[src/include/pat_consts.svh]
`ifndef PAT_CONSTS_SVH
`define PAT_CONSTS_SVH

// widths and depths
`define PAT_INSTR_W     20
`define PAT_PC_W        10
`define PAT_IMEM_DEPTH  64
`define PAT_IMEM_AW     6       // log2 of imem depth
`define PAT_DATA_W      8
`define PAT_DMEM_DEPTH  8
`define PAT_DMEM_AW     3

// escape into the next group down
`define PAT_PREFIX      4'b1111

// AL, group i0 opcode 1111
`define PAT_NOP         20'h06fff

// eight-bit immediate group, bits 11:8
`define PAT_OP8_OR      4'h0
`define PAT_OP8_AND     4'h1
`define PAT_OP8_ADDM    4'h2
`define PAT_OP8_SUBM    4'h3
`define PAT_OP8_ADD     4'h4
`define PAT_OP8_SUB     4'h5
`define PAT_OP8_LDI     4'h6
`define PAT_OP8_LDM     4'h7
`define PAT_OP8_BF      4'h8
`define PAT_OP8_STM     4'hb
`define PAT_OP8_ORM     4'hd
`define PAT_OP8_ANDM    4'he

// three-bit immediate group, bits 7:4
`define PAT_OP3_SHL     4'h0
`define PAT_OP3_SHLO    4'h1
`define PAT_OP3_SHR     4'h2
`define PAT_OP3_ASR     4'h3
`define PAT_OP3_IN      4'h5
`define PAT_OP3_OUT     4'h8

// zero-immediate group, bits 3:0
`define PAT_OP0_NOT     4'h0
`define PAT_OP0_TEST    4'h2
`define PAT_OP0_NOP     4'hf

// predicate field, bits 14:13
`define PAT_COND_Z      2'd0
`define PAT_COND_NZ     2'd1
`define PAT_COND_N      2'd2
`define PAT_COND_AL     2'd3

`endif

[src/design/pat_pkg.sv]
`default_nettype none

`include "pat_consts.svh"

package pat_pkg;

	typedef logic [`PAT_INSTR_W-1:0] instr_t;
	typedef logic [`PAT_PC_W-1:0]    pc_t;
	typedef logic [`PAT_DATA_W-1:0]  data_t;

	// predicate, tested against z and n in execute
	typedef enum logic [1:0]
	{
		COND_Z  = `PAT_COND_Z,
		COND_NZ = `PAT_COND_NZ,
		COND_N  = `PAT_COND_N,
		COND_AL = `PAT_COND_AL
	} cond_e;

	typedef enum logic [3:0]
	{
		ALU_OR   = 4'd0,
		ALU_AND  = 4'd1,
		ALU_ADD  = 4'd2,
		ALU_SUB  = 4'd3,
		ALU_NOT  = 4'd4,
		ALU_SHL  = 4'd5,
		ALU_SHLO = 4'd6,
		ALU_SHR  = 4'd7,
		ALU_ASR  = 4'd8,
		ALU_PASS = 4'd9     // loads, b straight through
	} alu_op_e;

	// program load strobe into imem
	typedef struct packed
	{
		logic                    en;
		logic [`PAT_IMEM_AW-1:0] addr;
		instr_t                  instr;
	} prog_wr_t;

	typedef struct packed
	{
		logic   valid;
		pc_t    pc;
		instr_t instr;
	} fetch_t;

	// control for one instruction in execute
	typedef struct packed
	{
		logic                    valid;
		pc_t                     pc;        // own address, branch base
		cond_e                   cond;
		alu_op_e                 alu_op;
		data_t                   imm;       // zero-extended
		logic                    mem_op;    // operand b from dmem
		logic [`PAT_DMEM_AW-1:0] dmem_addr;
		logic                    wr_acc;
		logic                    store;
		logic                    test;
		logic                    port_out;
		logic                    port_in;
		logic                    branch;
	} decode_t;

endpackage

`default_nettype wire

[src/design/pat_alu.sv]
`timescale 1ns/1ps
`default_nettype none

module pat_alu
(
	input  wire pat_pkg::alu_op_e i_op,
	input  wire pat_pkg::data_t   i_a,      // accumulator
	input  wire pat_pkg::data_t   i_b,      // imm, dmem word or input port
	output pat_pkg::data_t        o_y
);

	logic [2:0]     sh;
	pat_pkg::data_t ones;

	// shift count from the low bits only
	assign sh   = i_b[2:0];
	assign ones = ~({$bits(pat_pkg::data_t){1'b1}} << sh);    // fill for shlo

	always_comb
	begin
		case (i_op)
			pat_pkg::ALU_OR:   o_y = i_a | i_b;
			pat_pkg::ALU_AND:  o_y = i_a & i_b;
			pat_pkg::ALU_ADD:  o_y = i_a + i_b;     // wraps mod 256
			pat_pkg::ALU_SUB:  o_y = i_a - i_b;
			pat_pkg::ALU_NOT:  o_y = ~i_a;

			// ============================================================
			// shifter
			// ============================================================
			pat_pkg::ALU_SHL:  o_y = i_a << sh;
			pat_pkg::ALU_SHLO: o_y = (i_a << sh) | ones;
			pat_pkg::ALU_SHR:  o_y = i_a >> sh;
			pat_pkg::ALU_ASR:  o_y = pat_pkg::data_t'($signed(i_a) >>> sh);   // keep sign

			// ldi, ldm, in
			pat_pkg::ALU_PASS: o_y = i_b;
			default:           o_y = i_b;
		endcase
	end

endmodule

`default_nettype wire

[src/design/pat_fetch.sv]
`timescale 1ns/1ps
`default_nettype none

`include "pat_consts.svh"

module pat_fetch
(
	input  wire                    clk,
	input  wire                    reset,
	input  wire pat_pkg::prog_wr_t i_prog,
	input  wire                    i_redirect,
	input  wire pat_pkg::pc_t      i_target,
	output pat_pkg::fetch_t        o_fetch,
	output pat_pkg::pc_t           o_pc
);

	pat_pkg::instr_t imem [`PAT_IMEM_DEPTH];  // program store
	pat_pkg::pc_t    pc_q;
	pat_pkg::pc_t    pc_next;

	// ====================================================================
	// program counter
	// ====================================================================

	// taken branch wins over sequential fetch
	assign pc_next = i_redirect ? i_target : pc_q + 1'b1;

	always_ff @(posedge clk)
	begin
		if (reset)
			pc_q <= '0;                         // start from word 0
		else
			pc_q <= pc_next;
	end

	assign o_pc = pc_q;

	// ====================================================================
	// instruction memory
	// ====================================================================

	// write port open at any time, tb only drives it in reset
	always_ff @(posedge clk)
	begin
		if (i_prog.en)
			imem[i_prog.addr] <= i_prog.instr;
	end

	// synchronous read, one word per cycle
	// upper pc bits ignored so the store wraps every 64 words
	always_ff @(posedge clk)
	begin
		if (reset)
		begin
			o_fetch.valid <= 1'b0;
			o_fetch.instr <= `PAT_NOP;
		end
		else
		begin
			// word read alongside a redirect is the wrong path
			o_fetch.valid <= ~i_redirect;
			o_fetch.instr <= i_redirect ? `PAT_NOP : imem[pc_q[`PAT_IMEM_AW-1:0]];
		end
		o_fetch.pc <= pc_q;                     // address travels with its word
	end

endmodule

`default_nettype wire

[src/design/pat_decode.sv]
`timescale 1ns/1ps
`default_nettype none

`include "pat_consts.svh"

module pat_decode
(
	input  wire                  clk,
	input  wire                  reset,
	input  wire pat_pkg::fetch_t i_fetch,
	input  wire                  i_squash,
	output pat_pkg::decode_t     o_dec
);

	logic [1:0]        cond_f;
	logic [3:0]        op8;
	logic [3:0]        op3;
	logic [3:0]        op0;
	logic [7:0]        imm8;
	logic [2:0]        imm3;
	logic              is_i8;
	logic              is_i3;
	logic              no_op;
	pat_pkg::decode_t  dec_d;

	// ====================================================================
	// field split
	// ====================================================================
	// 19:15 field pointer and 12 field-op flag are reserved, never looked at
	assign cond_f = i_fetch.instr[14:13];
	assign op8    = i_fetch.instr[11:8];
	assign imm8   = i_fetch.instr[7:0];
	assign op3    = i_fetch.instr[7:4];     // only meaningful under the prefix
	assign imm3   = i_fetch.instr[2:0];
	assign op0    = i_fetch.instr[3:0];

	// three-level prefix, 1111 drops one group
	assign is_i8 = (op8 != `PAT_PREFIX);
	assign is_i3 = ~is_i8 && (op3 != `PAT_PREFIX);

	always_comb
	begin
		dec_d = '0;
		no_op = 1'b0;
		dec_d.valid     = i_fetch.valid & ~i_squash;    // kill on redirect
		dec_d.pc        = i_fetch.pc;
		dec_d.cond      = pat_pkg::cond_e'(cond_f);
		dec_d.alu_op    = pat_pkg::ALU_PASS;
		dec_d.imm       = is_i8 ? imm8 : {{(`PAT_DATA_W-3){1'b0}}, imm3};
		dec_d.dmem_addr = imm8[`PAT_DMEM_AW-1:0];

		if (is_i8)
		begin
			case (op8)
				`PAT_OP8_OR:   dec_d.alu_op = pat_pkg::ALU_OR;
				`PAT_OP8_AND:  dec_d.alu_op = pat_pkg::ALU_AND;
				`PAT_OP8_ADD:  dec_d.alu_op = pat_pkg::ALU_ADD;
				`PAT_OP8_SUB:  dec_d.alu_op = pat_pkg::ALU_SUB;
				`PAT_OP8_ADDM: dec_d.alu_op = pat_pkg::ALU_ADD;
				`PAT_OP8_SUBM: dec_d.alu_op = pat_pkg::ALU_SUB;
				`PAT_OP8_ORM:  dec_d.alu_op = pat_pkg::ALU_OR;
				`PAT_OP8_ANDM: dec_d.alu_op = pat_pkg::ALU_AND;
				`PAT_OP8_LDI:  dec_d.alu_op = pat_pkg::ALU_PASS;
				`PAT_OP8_LDM:  dec_d.alu_op = pat_pkg::ALU_PASS;
				`PAT_OP8_STM:  dec_d.store = 1'b1;
				`PAT_OP8_BF:   dec_d.branch = 1'b1;
				default:       no_op = 1'b1;            // old bb, call, setsp
			endcase
			// memory forms read dmem[imm[2:0]] as operand b
			dec_d.mem_op = op8 inside {`PAT_OP8_LDM, `PAT_OP8_ADDM,
				`PAT_OP8_SUBM, `PAT_OP8_ORM, `PAT_OP8_ANDM};
		end
		else if (is_i3)
		begin
			case (op3)
				`PAT_OP3_SHL:  dec_d.alu_op = pat_pkg::ALU_SHL;
				`PAT_OP3_SHLO: dec_d.alu_op = pat_pkg::ALU_SHLO;
				`PAT_OP3_SHR:  dec_d.alu_op = pat_pkg::ALU_SHR;
				`PAT_OP3_ASR:  dec_d.alu_op = pat_pkg::ALU_ASR;
				`PAT_OP3_IN:   dec_d.port_in = 1'b1;    // pass of the input port
				`PAT_OP3_OUT:  dec_d.port_out = 1'b1;
				default:       no_op = 1'b1;
			endcase
		end
		else
		begin
			case (op0)
				`PAT_OP0_NOT:  dec_d.alu_op = pat_pkg::ALU_NOT;
				`PAT_OP0_TEST: dec_d.test = 1'b1;
				`PAT_OP0_NOP:  no_op = 1'b1;
				default:       no_op = 1'b1;            // undefined acts as nop
			endcase
		end

		// everything else lands in the accumulator
		dec_d.wr_acc = ~(dec_d.store | dec_d.branch | dec_d.port_out
			| dec_d.test | no_op);
	end

	always_ff @(posedge clk)
	begin
		o_dec <= dec_d;
		if (reset)
			o_dec.valid <= 1'b0;
	end

endmodule

`default_nettype wire

[src/design/pat_execute.sv]
`timescale 1ns/1ps
`default_nettype none

`include "pat_consts.svh"

module pat_execute
(
	input  wire                   clk,
	input  wire                   reset,
	input  wire pat_pkg::decode_t i_dec,
	input  wire pat_pkg::data_t   i_in_port,
	output logic                  o_redirect,
	output pat_pkg::pc_t          o_target,
	output pat_pkg::data_t        o_out_port,
	output logic                  o_out_valid
);

	pat_pkg::data_t acc_q;                          // the accumulator
	logic           z_q;                            // zero flag, test only
	logic           n_q;                            // sign flag, test only
	pat_pkg::data_t dmem [`PAT_DMEM_DEPTH];
	pat_pkg::data_t dmem_rd;
	pat_pkg::data_t alu_b;
	pat_pkg::data_t alu_y;
	logic           cond_ok;
	logic           fire;

	// ====================================================================
	// predicate
	// ====================================================================
	always_comb
	begin
		case (i_dec.cond)
			pat_pkg::COND_Z:  cond_ok = z_q;
			pat_pkg::COND_NZ: cond_ok = ~z_q;
			pat_pkg::COND_N:  cond_ok = n_q;
			default:          cond_ok = 1'b1;       // al
		endcase
	end

	// squashed slots and false predicates do nothing
	assign fire = i_dec.valid & cond_ok;

	// ====================================================================
	// operand select and alu
	// ====================================================================
	// same-cycle read, so a store is seen by the very next load
	assign dmem_rd = dmem[i_dec.dmem_addr];

	always_comb
	begin
		if (i_dec.port_in)
			alu_b = i_in_port;
		else if (i_dec.mem_op)
			alu_b = dmem_rd;
		else
			alu_b = i_dec.imm;
	end

	pat_alu alu
	(
		.i_op (i_dec.alu_op),
		.i_a  (acc_q),
		.i_b  (alu_b),
		.o_y  (alu_y)
	);

	// bf, own pc plus signed offset; offset 0 spins in place
	assign o_redirect = fire & i_dec.branch;
	assign o_target   = i_dec.pc
		+ {{(`PAT_PC_W-`PAT_DATA_W){i_dec.imm[`PAT_DATA_W-1]}}, i_dec.imm};

	// ====================================================================
	// commit
	// ====================================================================
	always_ff @(posedge clk)
	begin
		if (reset)
		begin
			acc_q <= '0;
			z_q   <= 1'b0;
			n_q   <= 1'b0;
		end
		else if (fire)
		begin
			if (i_dec.wr_acc)
				acc_q <= alu_y;
			if (i_dec.test)
			begin
				z_q <= (acc_q == '0);
				n_q <= acc_q[`PAT_DATA_W-1];
			end
		end
	end

	// data memory, cleared so unwritten words read zero
	always_ff @(posedge clk)
	begin
		if (reset)
		begin
			for (int i = 0; i < `PAT_DMEM_DEPTH; i++)
				dmem[i] <= '0;
		end
		else if (fire && i_dec.store)
			dmem[i_dec.dmem_addr] <= acc_q;
	end

	// output port, value held until the next out
	always_ff @(posedge clk)
	begin
		if (reset)
			o_out_valid <= 1'b0;
		else
			o_out_valid <= fire & i_dec.port_out;  // one-cycle strobe
		if (fire && i_dec.port_out)
			o_out_port <= acc_q;
	end

endmodule

`default_nettype wire

[src/design/pat_top.sv]
`timescale 1ns/1ps
`default_nettype none

module pat_top
(
	input  wire                    clk,
	input  wire                    reset,
	input  wire pat_pkg::prog_wr_t i_prog,
	input  wire pat_pkg::data_t    i_in_port,
	output pat_pkg::data_t         o_out_port,
	output logic                   o_out_valid,
	output pat_pkg::pc_t           o_pc
);

	pat_pkg::fetch_t  fetch_w;                  // fetch to decode
	pat_pkg::decode_t dec_w;                    // decode to execute
	logic             redirect;                 // taken branch, back to both
	pat_pkg::pc_t     target;

	// ====================================================================
	// fetch, decode, execute
	// ====================================================================
	pat_fetch fetch
	(
		.clk        (clk),
		.reset      (reset),
		.i_prog     (i_prog),
		.i_redirect (redirect),
		.i_target   (target),
		.o_fetch    (fetch_w),
		.o_pc       (o_pc)
	);

	pat_decode decode
	(
		.clk      (clk),
		.reset    (reset),
		.i_fetch  (fetch_w),
		.i_squash (redirect),                   // second wrong-path slot
		.o_dec    (dec_w)
	);

	pat_execute execute
	(
		.clk         (clk),
		.reset       (reset),
		.i_dec       (dec_w),
		.i_in_port   (i_in_port),
		.o_redirect  (redirect),
		.o_target    (target),
		.o_out_port  (o_out_port),
		.o_out_valid (o_out_valid)
	);

endmodule

`default_nettype wire

[config.mk]
export PLATFORM = sky130hd
export DESIGN_NAME = pat_top
export DESIGN_NICKNAME = d
export VERILOG_FILES = /design/src/design/pat_pkg.sv /design/src/design/pat_alu.sv /design/src/design/pat_fetch.sv /design/src/design/pat_decode.sv /design/src/design/pat_execute.sv /design/src/design/pat_top.sv
export VERILOG_INCLUDE_DIRS = /design/src /design/src/include
export SDC_FILE = /design/constraint.sdc
export NUM_CORES = 1
export LEC_CHECK = 0
export ABC_CLOCK_PERIOD_IN_PS = 12900
export BUFFER_PORTS_ARGS = -buffer_cell sky130_fd_sc_hd__buf_2
export CAP_MARGIN = 20
export CORE_MARGIN = 2
export CORE_UTILIZATION = 35
export CTS_CLUSTER_DIAMETER = 80
export DETAILED_ROUTE_END_ITERATION = 8
export PLACE_DENSITY = 0.58
export SLEW_MARGIN = 20
export SYNTH_ARGS = -nofsm -noshare
export SYNTH_HDL_FRONTEND = slang
export SYNTH_SLANG_ARGS = --single-unit
[constraint.sdc]
create_clock -name clk -period 12.9 [get_ports clk]
set_input_delay 1.29 -clock clk [delete_from_list [all_inputs] [get_ports clk]]
set_output_delay 1.29 -clock clk [all_outputs]
set_load 0.03 [all_outputs]
Word-level counts from Yosys, hierarchy flattened:

Memory sizes are Yosys's and may differ from the RTL's. A register that Yosys moved wholly into a read port is not among the register bits.
Index checks and enable logic that the tools add are counted.

* input port bits: 37
* memories kept: 2
* output and inout bits: 19
* register bits: 75
* bits in writable memories: 1344
* word-level logic and storage cells: 136

Memories
* fetch.imem: words 64, width 20, read ports 1, clocked after Yosys merged registers in 1, wr ports 1, line pat_fetch.sv:17 `` pat_pkg::instr_t imem [`PAT_IMEM_DEPTH]; ``
* execute.dmem: words 8, width 8, read ports 1, clocked after Yosys merged registers in 1, wr ports 8, line pat_execute.sv:21 `` pat_pkg::data_t dmem [`PAT_DMEM_DEPTH]; ``

* shift operators: 4
* multiplexer cells: 35
* reduce and logical (&&, ||, !) cells: 22
* bitwise operators: 18
* add/sub/neg operators: 4
* equal/unequal tests: 29

Operators with widths (number)
* 8-bit one-hot mux with 9 select lines: 1
* 4-bit by 3-bit equality test with 1-bit output, second input constant: 9
* 4-bit one-hot mux with 4 select lines: 2
* 4-bit by 2-bit equality test with 1-bit output, second input constant: 7
* 4-bit equality test, second input constant: 6
* 8-bit two-way mux: 3
* 1-bit two-way mux: 21
* 4-bit logical NOT: 4
* 8-bit inverter: 2
* 8-bit bitwise OR: 2
* 2-bit OR reduction: 7
* 4-bit by 1-bit equality test with 1-bit output, second input constant: 3
* 4-bit two-way mux: 3
* 12-bit OR reduction: 1
* 10-bit by 1-bit adder with 10-bit output, second input constant: 1
* 10-bit adder: 1
* 10-bit two-way mux: 1
* 8-bit adder: 1
* 8-bit AND: 1
* 8-bit logical NOT: 1
* 4-bit inequality test, second input constant: 2
* 8-bit OR reduction: 1
* 8-bit by 3-bit << shifter with 8-bit output: 1
* 8-bit by 3-bit << shifter with 8-bit output, first input constant: 1
* other kinds (16): 30

Longest topological paths before layout:

Gate-level depths: netlist of the first run.

* depth in word-level cells: 9
* depth in mapped cells: 21
* gate-level depth less buffers: 17

Cells and area by module:

Synthesis of the first run repeated with hierarchy kept, for this count alone.

* cell total of the unflattened synthesis: 3002
* area, all modules: 57550.2 um^2

Modules (own cells, without submodules)
* pat_fetch: seq. area each 39257.7 um^2, instances 1, cells an instance 2321, area an instance 50621.0 um^2
* pat_execute: seq. area each 2382.3 um^2, instances 1, cells an instance 357, area an instance 4245.3 um^2
* pat_alu: seq. area each 0.0 um^2, instances 1, cells an instance 239, area an instance 1706.6 um^2
* pat_decode: seq. area each 640.6 um^2, instances 1, cells an instance 85, area an instance 977.2 um^2

Least setup slack after synthesis of the first run:

No wires, ideal clock.

* path type: input to register
* from: in i_in_port[0]
* to: reg execute.acc_q[6]
* required time: 12778 ps
* arrival time: 4111 ps
* library setup time: 122 ps
* cell stages on the path: 18
* setup slack: 8667 ps
* buffers on the path: 2
* cell sequence: nand2_1 -> nand2_1 -> o21ai_2 -> buf_2 -> buf_2 -> ha_1 -> inv_1 -> ha_1 -> a21oi_1 -> ha_1 -> a21o_1 -> a21oi_1 -> o21bai_1 -> a21oi_1 -> xnor2_1 -> a221o_1 -> nor3_1 -> a21oi_1

* cells in the longest elaborated chain, start to end: 5
* elaborated cells on any way between the ends: 10
* those cells by class: add/sub: 2; shift: 4; mux: 2; bitwise: 2

RTL lines
* start: declaration: line pat_top.sv:9 `input wire pat_pkg::data_t i_in_port,`
* 8-bit two-way mux *: line pat_execute.sv:52 `if (i_dec.port_in)`
* branches (longest 3 deep; another with 8-bit subtractor)
* 8-bit one-hot mux with 9 select lines *: line pat_alu.sv:21 `case (i_op)`
* end signal: assignment: line pat_execute.sv:87 `acc_q <= alu_y;`
* end: declaration: line pat_execute.sv:18 `pat_pkg::data_t acc_q;`

Every way passes the cells marked *.
A chain may end at the register's enable or synchronous reset.

==> reports/results.txt, run 1 <==
After detailed routing, the average wire length per cell comes to 24.1 um. For the remaining max-slew budget at the tightest pin, the log shows 25.6%. The flow ran to the end, and the final reports show no timing, DRC or antenna violations. The portion of synthesized cell area occupied by the leading cell type is 69.1%, and the maximum clock frequency is 180 MHz.

In the synthesized netlist the dominant register cell turns out to be sky130_fd_sc_hd__edfxtp_1. The layout cell share with drive strength beyond 1 works out to 25.8%. The tools report the number of antenna violations at the first check in global routing as 5. Counting along the longest clock path gives a buffer depth of 3. The power density of the placed cells is 155 mW/mm^2. The tools report the total power consumption of the routed design as 7.40 mW. The floorplan die height was 351 um; the overall die area was 0.123 mm^2. Across every metal layer, demand over resource in global routing totals 15.5%.

After routing, the total negative slack on setup checks comes to 0 ns. During placement, the flow inserted port buffers numbering 49. The worst setup path is launched from a flip-flop. The detailed router finished its first iteration with 2,228 violations. For the data arrival time of the critical path, the log shows 6.09 ns. The post-layout net count came out at 2,302. Count of endpoints failing hold in the final timing report: 0. For this block, the routed nets add up to 94,900 um of wire. At the pin with the least slew margin, the transition time is 1.11 ns. The width of the die works out to 351 um.

STA classifies the critical path endpoint as a flip-flop. The worst min-delay path class was flip-flop to flip-flop. Counting every sink on the clock net gives 1,046. Number of max-slew violations in the final report: 0. For this run the aggregate overflow at the end of global routing stands at 0. The number of gates resized after CTS was 0. The run gives 0.72 ns as the clock insertion delay at the later pin of the skew report.

By count the netlist is led by 968 x sky130_fd_sc_hd__edfxtp_1, 298 x sky130_fd_sc_hd__mux4_2, 129 x sky130_fd_sc_hd__nor2_1. The run gives 127 as the site row count. The number of enable flip-flop cells after synthesis is 968. Entering global routing, the biggest net connects 102 pins. The first global-routing pass estimated 141,000 um of wire.

The clock-pin transition on the worst setup and hold timing paths was 0.07 ns; the flop and latch count out of synthesis was 1,046. Using the TritonRoute via totals, the vias-per-cell ratio works out to 5.25. After legalization and detailed placement, the total HPWL measured 57,500 um. The largest voltage drop on the vdd net is 122 uV. The part of the cycle the worst path needs is 43.2%, and the mean instance size in the synthesized netlist is 19.5 um^2. Number of distinct library cell variants in the gate-level netlist after synthesis: 74.

The clock root buffer is sky130_fd_sc_hd__clkbuf_16. The run gives 0 as the final antenna-violating net count. The logs give 0 for the warning count from the yosys run and 0.0421 mm^2 for the post-synthesis instance area.

In this run the worst path has a maximum fanout of 40. Sorting the synthesized cells by area gives the leading types as sky130_fd_sc_hd__edfxtp_1 69%, sky130_fd_sc_hd__mux4_2 16%, sky130_fd_sc_hd__dfxtp_1 3.7%, sky130_fd_sc_hd__nor2_1 1.2%, sky130_fd_sc_hd__clkbuf_1 0.82%. Yosys instantiated no cell more often than sky130_fd_sc_hd__edfxtp_1. The detailed router placed 20,664 vias in this run. For this run, the detailed router's first-pass iteration total came to 5. The analysis attributes to cell leakage a power of 14.8 nW. For the effective utilization at floorplan, the log shows 35.2%. In this run, CTS created clock tree buffers numbering 103.

TritonCTS built the clock tree. Data on the critical path is required at its endpoint by 13.42 ns. The area growth from synthesis to layout is 13.2%. Hold repair after CTS inserted 0 buffers. The worst path needs 5.57 ns of the cycle, external delays included. Between clock sinks in the finished design, the worst skew comes to 0.0663 ns. The cell count after synthesis came out at 2,161. The run gives 56 as the number of top-level pins. The H-tree generated during clock tree synthesis spans 3 levels. OpenSTA, run right after detailed placement, puts the worst setup slack at 7.41 ns. In the routed design, unresolved DRC markers number 0.

Setup violations remaining at the end of the flow were counted as 0. The final RePlAce weighted congestion is 0.857. The post-layout worst setup margin is 7.33 ns, and the number of global-route vias before repair is 21,129. The category of the most critical setup path is flip-flop to flip-flop. The total setup buffers inserted after CTS was 0. Setup repair after global routing left no endpoint under its margin. The core area is 0.119 mm^2, and the proportion of synthesized chip area in sequential cells is 72.8%. After synthesis, the share of flip-flops with an asynchronous set or reset is 0%. The logs give 2,224 for the post-synthesis net count and 0 for the count of max-cap constraint violations.

The biggest area contributor in the post-synthesis netlist is sky130_fd_sc_hd__edfxtp_1.
==> report_power, final <==
part | leakage [nW] | internal (mW) | total (mW) | switching (mW)
combinational | 3.74 | 0.279 | 0.695 | 0.416
clock | 1.59 | 1.60 | 2.90 | 1.29
sequential | 9.43 | 3.75 | 3.81 | 0.0571
==> kinds of logic after synthesis <==
logic type | after synthesis | share of synthesized area, %
compound gates | 189 | 3.00
xor+xnor | 31 | 0.646
fa+ha+maj | 26 | 0.809
buf+inv | 165 | 1.64
flops | 1046 | 72.8
mux | 331 | 16.8
simple gates | 373 | 4.31
==> worst paths after layout <==
kind	from	endpoint	slack, ns	cells after the start
hold / removal	fetch.o_fetch[26]	decode.o_dec[30]	0.32	0
setup / recovery	decode.o_dec[6]	execute.acc_q[5]	7.33	18
hold reg to reg	fetch.o_fetch[26]	decode.o_dec[30]	0.32	0
setup reg to reg	decode.o_dec[6]	execute.acc_q[5]	7.33	18
==> area by class of cell <==
type                       instances  area, um^2
antenna                            1        2.50
clock buffer                     133        2720
clock inverter                    55         548
fill                           10727       71900
inverter                          29         109
multi-input combinational        950       10800
sequential                      1046       30600
tap                             1612        2020
timing repair buffer             109         743
==> placed cells by master (no fill, tap or decap), drive strengths merged, types with 31 or more instances in the layout <==
master  netlist  layout
clkinv        1      47
a21oi        39      39
nor3         45      45
edfxtp      968     968
buf          44     109
dfxtp        78      78
nor2        129     129
nand2        58      58
inv          28      31
o21ai        48      48
and2         40      40
mux4        298     298
clkbuf       92     133
==> sequential cells by signal, summed over array words and instances (netlist names) <==
register and cells:
fetch.imem 896, execute.dmem 64, decode.o_dec 32, fetch.o_fetch 25, fetch.o_pc 10, execute.acc_q 8, execute.o_out_port 8, execute.n_q 1
execute.o_out_valid 1, execute.z_q 1
==> critical path, cell delays in order, from the launching register on <==
cell and delay (ns):
sky130_fd_sc_hd__dfxtp_1 0.30, sky130_fd_sc_hd__buf_4 0.42, sky130_fd_sc_hd__nand2b_1 0.51, sky130_fd_sc_hd__o21ai_1 0.14, sky130_fd_sc_hd__a211oi_1 0.64, sky130_fd_sc_hd__or2_1 0.66
sky130_fd_sc_hd__inv_2 0.31, sky130_fd_sc_hd__nor2_1 0.38, sky130_fd_sc_hd__nand2_1 0.14, sky130_fd_sc_hd__nand2_1 0.11, sky130_fd_sc_hd__xnor2_1 0.08, sky130_fd_sc_hd__ha_1 0.36
sky130_fd_sc_hd__o21ai_0 0.10, sky130_fd_sc_hd__a21oi_1 0.22, sky130_fd_sc_hd__nor2_1 0.09, sky130_fd_sc_hd__xnor2_1 0.18, sky130_fd_sc_hd__a211o_1 0.32, sky130_fd_sc_hd__o311ai_1 0.30
sky130_fd_sc_hd__a31oi_1 0.13
==> through the flow <==
stage	area [um^2]	instances	hold WS, ns	util, %
2_1_floorplan	42100	2161	0.310	-
3_3_place_gp	44200	3746	0.312	37.0
3_5_place_dp	44300	3746	0.312	37.1
4_1_cts	47500	3934	0.319	39.8
5_1_grt	47600	3934	0.330	39.8
6_report	47600	3935	0.318	39.8
==> per-layer routing <==
metal / up-vias / GRT usage, % / routed length [um] / part of all wire, %
li1: 9014 / - / - / -
met1: 10926 / 21.7 / 41900 / 44
met2: 591 / 25.5 / 46200 / 49
met3: 133 / 2.62 / 4920 / 5.2
met4: 0 / 3.47 / 1820 / 1.9
met5: - / 0 / 0 / 0
Power figures use the tool's default switching activity.
==> run 2: changes to the inputs <==
Settings changed: ABC_CLOCK_PERIOD_IN_PS 12900 to 4600, PLACE_DENSITY 0.58 to 0.6.
Clock period 12.9 ns to 4.6 ns, I/O delays scaled along.
==> run 2 against run 1 <==
  * Combinational power grew to 3.0 times the previous value
  * Sequential power increased to 2.8 times the previous value
  * Flip-flop and latch count did not move
  * Via count is 0.53% higher
  * Non-clock buffer count increased by 31
  * Utilization up 0.27 points
  * Maximum frequency up 34%
  * Die area did not move
  * Cell count increased by 0.84%
  * Sequential share of layout area decreased by 0.43 points
  * Clock skew down 0.0016 ns
  * First-iteration DRC count is 0.49% lower
==> reports/results.txt, run 2 (synthesis results as in run 1) <==
The flow ran to the end, and the final reports show no timing, DRC or antenna violations. The run gives 0.447 ns (was 7.33 ns) as the post-layout worst setup margin. Post-route core utilization: 40.1% (was 39.8%). The register ranked first by flip-flop count is fetch.imem (unchanged). Top flop regs: fetch.imem x896, execute.dmem x64, decode.o_dec x32 (unchanged). The wire length of the first global-routing pass was 144,000 um (was 141,000 um); the number of hold buffers added after CTS was 0 (unchanged). The largest driver fanout on the critical path works out to 19 (was 40). The part of the cycle the worst path needs came out at 90.3% (was 43.2%).

The HPWL after detailed placement came out at 60,600 um (was 57,500 um). The site row count was 127 (unchanged); the flip-flop count of the largest register, all copies and words added was 896 (unchanged). The synthesis-to-layout area growth is 13.9% (was 13.2%), and the maximum level of the CTS H-tree is 3 (unchanged). The via count normalized by instance count came out at 5.24 (was 5.25).

Kind of start point of the critical path: a flip-flop (unchanged). The floorplan die height came out at 351 um (unchanged). Critical path required time: 5.10 ns (was 13.42 ns).

The static leakage power was 14.9 nW (was 14.8 nW); the average detailed-routed wire length per instance was 24.4 um (was 24.1 um). The category of the most critical setup path was flip-flop to flip-flop (unchanged). The layout cell share with drive strength beyond 1 is 26.5% (was 25.8%). The worst min-delay path class is primary input to flip-flop (was flip-flop to flip-flop). The quantity of I/O buffers inserted on ports is 49 (unchanged), and the remaining max-slew budget at the tightest pin is 24.4% (was 25.6%). TritonCTS built the clock tree. The total setup buffers inserted after CTS was 0 (unchanged); the total global routing track utilization was 15.8% (was 15.5%). The tools report the final RePlAce weighted congestion as 0.856 (was 0.857). The width of the die came out at 351 um (unchanged). The final antenna-violating net count was 0 (unchanged); the transition time at the pin with the least slew margin was 1.13 ns (was 1.11 ns).

The overall routed net length came out at 96,900 um (was 94,900 um). Most common cell after layout, fill and taps aside: sky130_fd_sc_hd__edfxtp_1 (unchanged). The clock-pin transition on the worst setup and hold timing paths was 0.06 ns (was 0.07 ns); the post-layout net count was 2,334 (was 2,302). The tools report the effective utilization at floorplan as 35.2% (unchanged). Kind of end point of the critical path: a flip-flop (unchanged). The final instance count without filler cells was 3,968 (was 3,935); the number of DRC violations after detailed routing was 0 (unchanged).

The detailed-routing iteration count for the pre-antenna-repair pass was 5 (unchanged); the data arrival time of the critical path was 4.65 ns (was 6.09 ns). The count of endpoints failing hold in the final timing report is 0 (unchanged), and the number of clock sinks seen by CTS is 1,046 (unchanged). The final setup skew was 0.0647 ns (was 0.0663 ns); the number of DRC markers in iteration 0 was 2,217 (was 2,228). The run gives 296 uV (was 122 uV) as the largest voltage drop on the vdd net. The clock root buffer is sky130_fd_sc_hd__clkbuf_16 (unchanged). The final critical-path required period came out at 4.15 ns (was 5.57 ns). Setup repair after global routing left no endpoint under its margin. The placement-stage worst setup slack was 0.450 ns (was 7.41 ns); the total number of vias was 20,774 (was 20,664).

Maximum clock frequency: 241 MHz (was 180 MHz). Leading cell types in the layout, fill and taps excluded: 968 x sky130_fd_sc_hd__edfxtp_1, 298 x sky130_fd_sc_hd__mux4_2, 106 x sky130_fd_sc_hd__clkbuf_16, 100 x sky130_fd_sc_hd__nor2_1, 94 x sky130_fd_sc_hd__buf_4 (was 968 x sky130_fd_sc_hd__edfxtp_1, 298 x sky130_fd_sc_hd__mux4_2, 104 x sky130_fd_sc_hd__clkbuf_16, 101 x sky130_fd_sc_hd__nor2_1, 74 x sky130_fd_sc_hd__dfxtp_1). For the final number of setup-violating endpoints, the log shows 0 (unchanged). The count of max-cap constraint violations was 0 (unchanged).

The number of buffers inserted during clock tree synthesis was 104 (was 103). The clock insertion delay at the later pin of the skew report is 0.70 ns (was 0.72 ns). The run gives 0 (unchanged) as the remaining global-route overflow. The placed cell count was 3,777 (was 3,746); the number of global-route vias before repair was 21,565 (was 21,129). The pin count of the biggest net entering global routing is 65 (was 102).

The number of max-slew violations in the final report is 0 (unchanged). The number of antenna violations at the first check in global routing is 12 (was 5), and the final setup TNS is 0 ns (unchanged). The tools report the core area as 0.119 mm^2 (unchanged). The maximum count of clock buffers along a single path came out at 3 (unchanged).

The overall die area was 0.123 mm^2 (unchanged); the power density of the placed cells was 434 mW/mm^2 (was 155 mW/mm^2). The number of instances resized during post-cts repair is 0 (unchanged), and the number of top-level pins is 56 (unchanged).
==> run 2: routing by layer <==
layer	global-route usage, %	up-vias	routed length [um]
met2	25.6	629	46500
met1	21.4	10914	41600
li1	-	9067	-
met5	0	-	27
met4	5.33	4	3140
met3	3.07	160	5630
==> run 2: metrics by stage <==
stage / hold WS, ns / power (mW) / cell area, um^2
after floorplan: 0.310 / 12.1 / 42100
after global placement: 0.313 / 12.9 / 44600
after detailed placement: 0.312 / 12.9 / 44600
after CTS: 0.327 / 21.0 / 47900
after global routing: 0.327 / 21.5 / 47900
final: 0.319 / 20.8 / 47900
==> run 2: power breakdown <==
part	switching, mW	internal (mW)	total [mW]
Clock	3.56	4.50	8.06
Combinational	1.23	0.843	2.07
Sequential	0.131	10.5	10.6
Total	4.92	15.9	20.8
==> run 2: final cells by class <==
cell class / instances / area (um^2)
timing repair buffer: 140 / 1090
antenna: 2 / 5.00
clock inverter: 54 / 467
multi-input combinational: 950 / 10800
clock buffer: 135 / 2780
fill: 10687 / 71600
tap: 1612 / 2020
sequential: 1046 / 30600
inverter: 29 / 109
==> run 2: path summary, 6_finish.rpt <==
check                    startpoint            endpoint  slack, ns  cells after the start
setup / recovery    decode.o_dec[7]    execute.acc_q[5]       0.45                     19
hold / removal           i_prog[11]  fetch.imem[55][11]       0.32                      1
hold reg to reg   fetch.o_fetch[25]    decode.o_dec[29]       0.33                      0
setup reg to reg    decode.o_dec[7]    execute.acc_q[5]       0.45                     19
==> run 2: worst max-delay path: stages, from the launching register on <==
cell and delay (ns):
sky130_fd_sc_hd__dfxtp_1 0.68, sky130_fd_sc_hd__mux2i_1 0.25, sky130_fd_sc_hd__o31ai_1 0.08, sky130_fd_sc_hd__a211oi_1 0.32, sky130_fd_sc_hd__buf_4 0.20, sky130_fd_sc_hd__or2_2 0.12
sky130_fd_sc_hd__buf_4 0.25, sky130_fd_sc_hd__inv_2 0.06, sky130_fd_sc_hd__nor2_1 0.15, sky130_fd_sc_hd__nand2_1 0.11, sky130_fd_sc_hd__nand2_1 0.10, sky130_fd_sc_hd__xnor2_1 0.07
sky130_fd_sc_hd__ha_1 0.36, sky130_fd_sc_hd__o21ai_0 0.11, sky130_fd_sc_hd__a21oi_1 0.20, sky130_fd_sc_hd__nor2_1 0.08, sky130_fd_sc_hd__xnor2_1 0.15, sky130_fd_sc_hd__a211o_1 0.31
sky130_fd_sc_hd__o311ai_1 0.27, sky130_fd_sc_hd__a31oi_1 0.11
==> run 3: changes to the inputs <==
Settings changed: PLACE_DENSITY 0.6 to 0.62.
==> run 3 against run 2 <==
  * Non-clock buffer count grew 16
  * Register-to-register slack is essentially flat
  * First-iteration DRC count shrank 2.8%
  * Combinational power is essentially flat
  * Clock skew grew 0.0040 ns
  * Cell count grew 0.48%
==> reports/results.txt, run 3 (synthesis results as in run 1) <==
The flow ran to the end, and the final reports show no timing, DRC or antenna violations. The maximum clock frequency is 240 MHz (was 241 MHz). The logs give 93,500 um (was 96,900 um) for the overall routed net length and 127 (unchanged) for the site row count. The clock root buffer is sky130_fd_sc_hd__clkbuf_16 (unchanged).

The effective utilization at floorplan was 35.2% (unchanged); the depth of the most critical reg-to-reg path was 20 (was 19). The tools report the first element of the critical path as decode.o_dec[6] (was decode.o_dec[7]). The clock-pin transition on the worst setup and hold timing paths came out at 0.06 ns (about the same). Synthesis-to-layout area growth: 14.6% (was 13.9%).

TritonCTS built the clock tree. The number of global-route vias before repair was 21,450 (was 21,565); the number of top-level pins was 56 (unchanged). The flip-flop count of the largest register, all copies and words added works out to 896 (unchanged). The tools report the kind of end point of the critical path as a flip-flop (unchanged). The power density of the placed cells is 442 mW/mm^2 (was 434 mW/mm^2), and the data arrival time of the critical path is 4.66 ns (was 4.65 ns).

The terminus of the critical flop-to-flop path is execute.acc_q[5] (unchanged). The run gives 0 (unchanged) as the total setup buffers inserted after CTS. Top flop regs: fetch.imem x896, execute.dmem x64, decode.o_dec x32 (unchanged). The number of DRC markers in iteration 0 was 2,155 (was 2,217). The kind of start point of the critical path is a flip-flop (unchanged). The width of the die was 351 um (unchanged). Setup repair after global routing left no endpoint under its margin. The total power consumption of the routed design is 21.3 mW (was 20.8 mW), and the post-route core utilization is 40.3% (was 40.1%). Final instance count without filler cells: 3,987 (was 3,968). The final setup TNS came out at 0 ns (unchanged).

For the count of filler cells inserted in the layout, the log shows 10,625 (was 10,687). Register ranked first by flip-flop count: fetch.imem (unchanged). The worst min-delay path class is primary input to flip-flop (unchanged). The overall die area is 0.123 mm^2 (unchanged), and the pin count of the biggest net entering global routing is 65 (unchanged). The clock insertion delay at the later pin of the skew report is 0.70 ns (about the same), and the quantity of I/O buffers inserted on ports is 49 (unchanged). The part of the cycle the worst path needs was 90.5% (was 90.3%); the critical path required time was 5.10 ns (about the same).

The core area is 0.119 mm^2 (unchanged), and the static leakage power is 15.2 nW (was 14.9 nW). The placement-stage worst setup slack was 0.446 ns (was 0.450 ns); the number of hold buffers added after CTS was 0 (unchanged). The final setup skew came out at 0.0687 ns (was 0.0647 ns). The number of antenna violations at the first check in global routing was 5 (was 12); the average detailed-routed wire length per instance was 23.5 um (was 24.4 um).

The final critical-path required period was 4.16 ns (was 4.15 ns); the total global routing track utilization was 15.3% (was 15.8%). The transition time at the pin with the least slew margin was 1.05 ns (was 1.13 ns); the remaining global-route overflow was 0 (unchanged). The via count normalized by instance count was 5.23 (was 5.24). The tools report the post-layout worst setup margin as 0.439 ns (was 0.447 ns). HPWL after detailed placement: 59,700 um (was 60,600 um). Category of the most critical setup path: flip-flop to flip-flop (unchanged).

The run gives 5 (unchanged) as the detailed-routing iteration count for the pre-antenna-repair pass. The tools report the count of endpoints failing hold in the final timing report as 0 (unchanged). The post-layout net count was 2,350 (was 2,334). The worst setup path endpoint is execute.acc_q[5] (unchanged). The number of max-slew violations in the final report came out at 0 (unchanged). The tools report the count of max-cap constraint violations as 0 (unchanged). The maximum level of the CTS H-tree is 3 (unchanged). The most common cell after layout, fill and taps aside was sky130_fd_sc_hd__edfxtp_1 (unchanged).

The cell area reported after detailed placement came out at 0.0446 mm^2 (about the same). The worst reg-to-reg setup slack was 0.44 ns (was 0.45 ns); the final RePlAce weighted congestion was 0.883 (was 0.856). For the total number of vias, the log shows 20,868 (was 20,774). The maximum count of clock buffers along a single path is 3 (unchanged). The floorplan die height is 351 um (unchanged), and the final antenna-violating net count is 0 (unchanged).

The number of instances resized during post-cts repair was 0 (unchanged); the final number of setup-violating endpoints was 0 (unchanged). The number of DRC violations after detailed routing is 0 (unchanged), and the number of buffers inserted during clock tree synthesis is 104 (unchanged). The cell area after layout came out at 0.0482 mm^2 (was 0.0479 mm^2). The run gives 3,793 (was 3,777) as the placed cell count.

The largest driver fanout on the critical path is 22 (was 19). Layout cell share with drive strength beyond 1: 26.9% (was 26.5%). The tools report the launch point of the worst reg-to-reg path as decode.o_dec[6] (was decode.o_dec[7]). The tools report the remaining max-slew budget at the tightest pin as 29.2% (was 24.4%). The wire length of the first global-routing pass was 140,000 um (was 144,000 um). The largest voltage drop on the vdd net is 396 uV (was 296 uV), and the number of clock sinks seen by CTS is 1,046 (unchanged).

The worst hold slack after final layout was 0.309 ns (was 0.319 ns). Leading cell types in the layout, fill and taps excluded: 968 x sky130_fd_sc_hd__edfxtp_1, 298 x sky130_fd_sc_hd__mux4_2, 125 x sky130_fd_sc_hd__nor2_1, 114 x sky130_fd_sc_hd__buf_4, 104 x sky130_fd_sc_hd__clkbuf_16 (was 968 x sky130_fd_sc_hd__edfxtp_1, 298 x sky130_fd_sc_hd__mux4_2, 106 x sky130_fd_sc_hd__clkbuf_16, 100 x sky130_fd_sc_hd__nor2_1, 94 x sky130_fd_sc_hd__buf_4).
-- run 3: how the worst min path moves through the flow --
| stage | start | end | cells past startpoint |
|---|---|---|---|
| final | i_prog[5] | fetch.imem[60][5] | 1 |
| after global placement | fetch.o_fetch[25] | decode.o_dec[29] | 0 |
| after detailed placement | fetch.o_fetch[13] | decode.o_dec[22] | 0 |
| after floorplan | fetch.o_fetch[13] | decode.o_dec[22] | 0 |
| after CTS | fetch.o_fetch[13] | decode.o_dec[22] | 0 |
| after global routing | i_prog[10] | fetch.imem[63][10] | 1 |
-- run 3: area by class of cell --
type	instances	area [um^2]	area share [%]
timing repair buffer	156	1170	2.43
sequential	1046	30600	63.6
inverter	29	109	0.226
clock inverter	68	781	1.62
tap	1612	2020	4.18
multi-input combinational	950	10700	22.3
clock buffer	124	2740	5.68
antenna	2	5.00	0.0104
-- run 3: where the power goes --
group,switching (mW),internal (mW)
sequential,0.128,10.5
combinational,1.20,0.832
clock,3.62,5.01
-- run 3: worst max-delay path: stages (launching register included) --
cell,delay [ns]
sky130_fd_sc_hd__dfxtp_1,0.49
sky130_fd_sc_hd__buf_4,0.32
sky130_fd_sc_hd__nand2b_1,0.16
sky130_fd_sc_hd__o22ai_1,0.09
sky130_fd_sc_hd__a211oi_1,0.30
sky130_fd_sc_hd__buf_4,0.19
sky130_fd_sc_hd__or2_2,0.12
sky130_fd_sc_hd__buf_4,0.25
sky130_fd_sc_hd__inv_2,0.06
sky130_fd_sc_hd__nor2_1,0.17
sky130_fd_sc_hd__nand2_1,0.11
sky130_fd_sc_hd__nand2_1,0.11
sky130_fd_sc_hd__xnor2_1,0.07
sky130_fd_sc_hd__ha_1,0.36
sky130_fd_sc_hd__o21ai_0,0.11
sky130_fd_sc_hd__a21oi_1,0.21
sky130_fd_sc_hd__nor2_1,0.08
sky130_fd_sc_hd__xnor2_1,0.14
sky130_fd_sc_hd__a211o_1,0.30
sky130_fd_sc_hd__o311ai_1,0.28
sky130_fd_sc_hd__a31oi_1,0.12
-- run 3: routing by layer --
| layer | global-route usage, % | up-vias | wire, um |
|---|---|---|---|
| met2 | 24.7 | 651 | 45100 |
| met5 | 0 | - | 0 |
| met4 | 3.85 | 0 | 2150 |
| li1 | - | 9114 | - |
| met1 | 21.6 | 10973 | 41100 |
| met3 | 2.59 | 130 | 5190 |
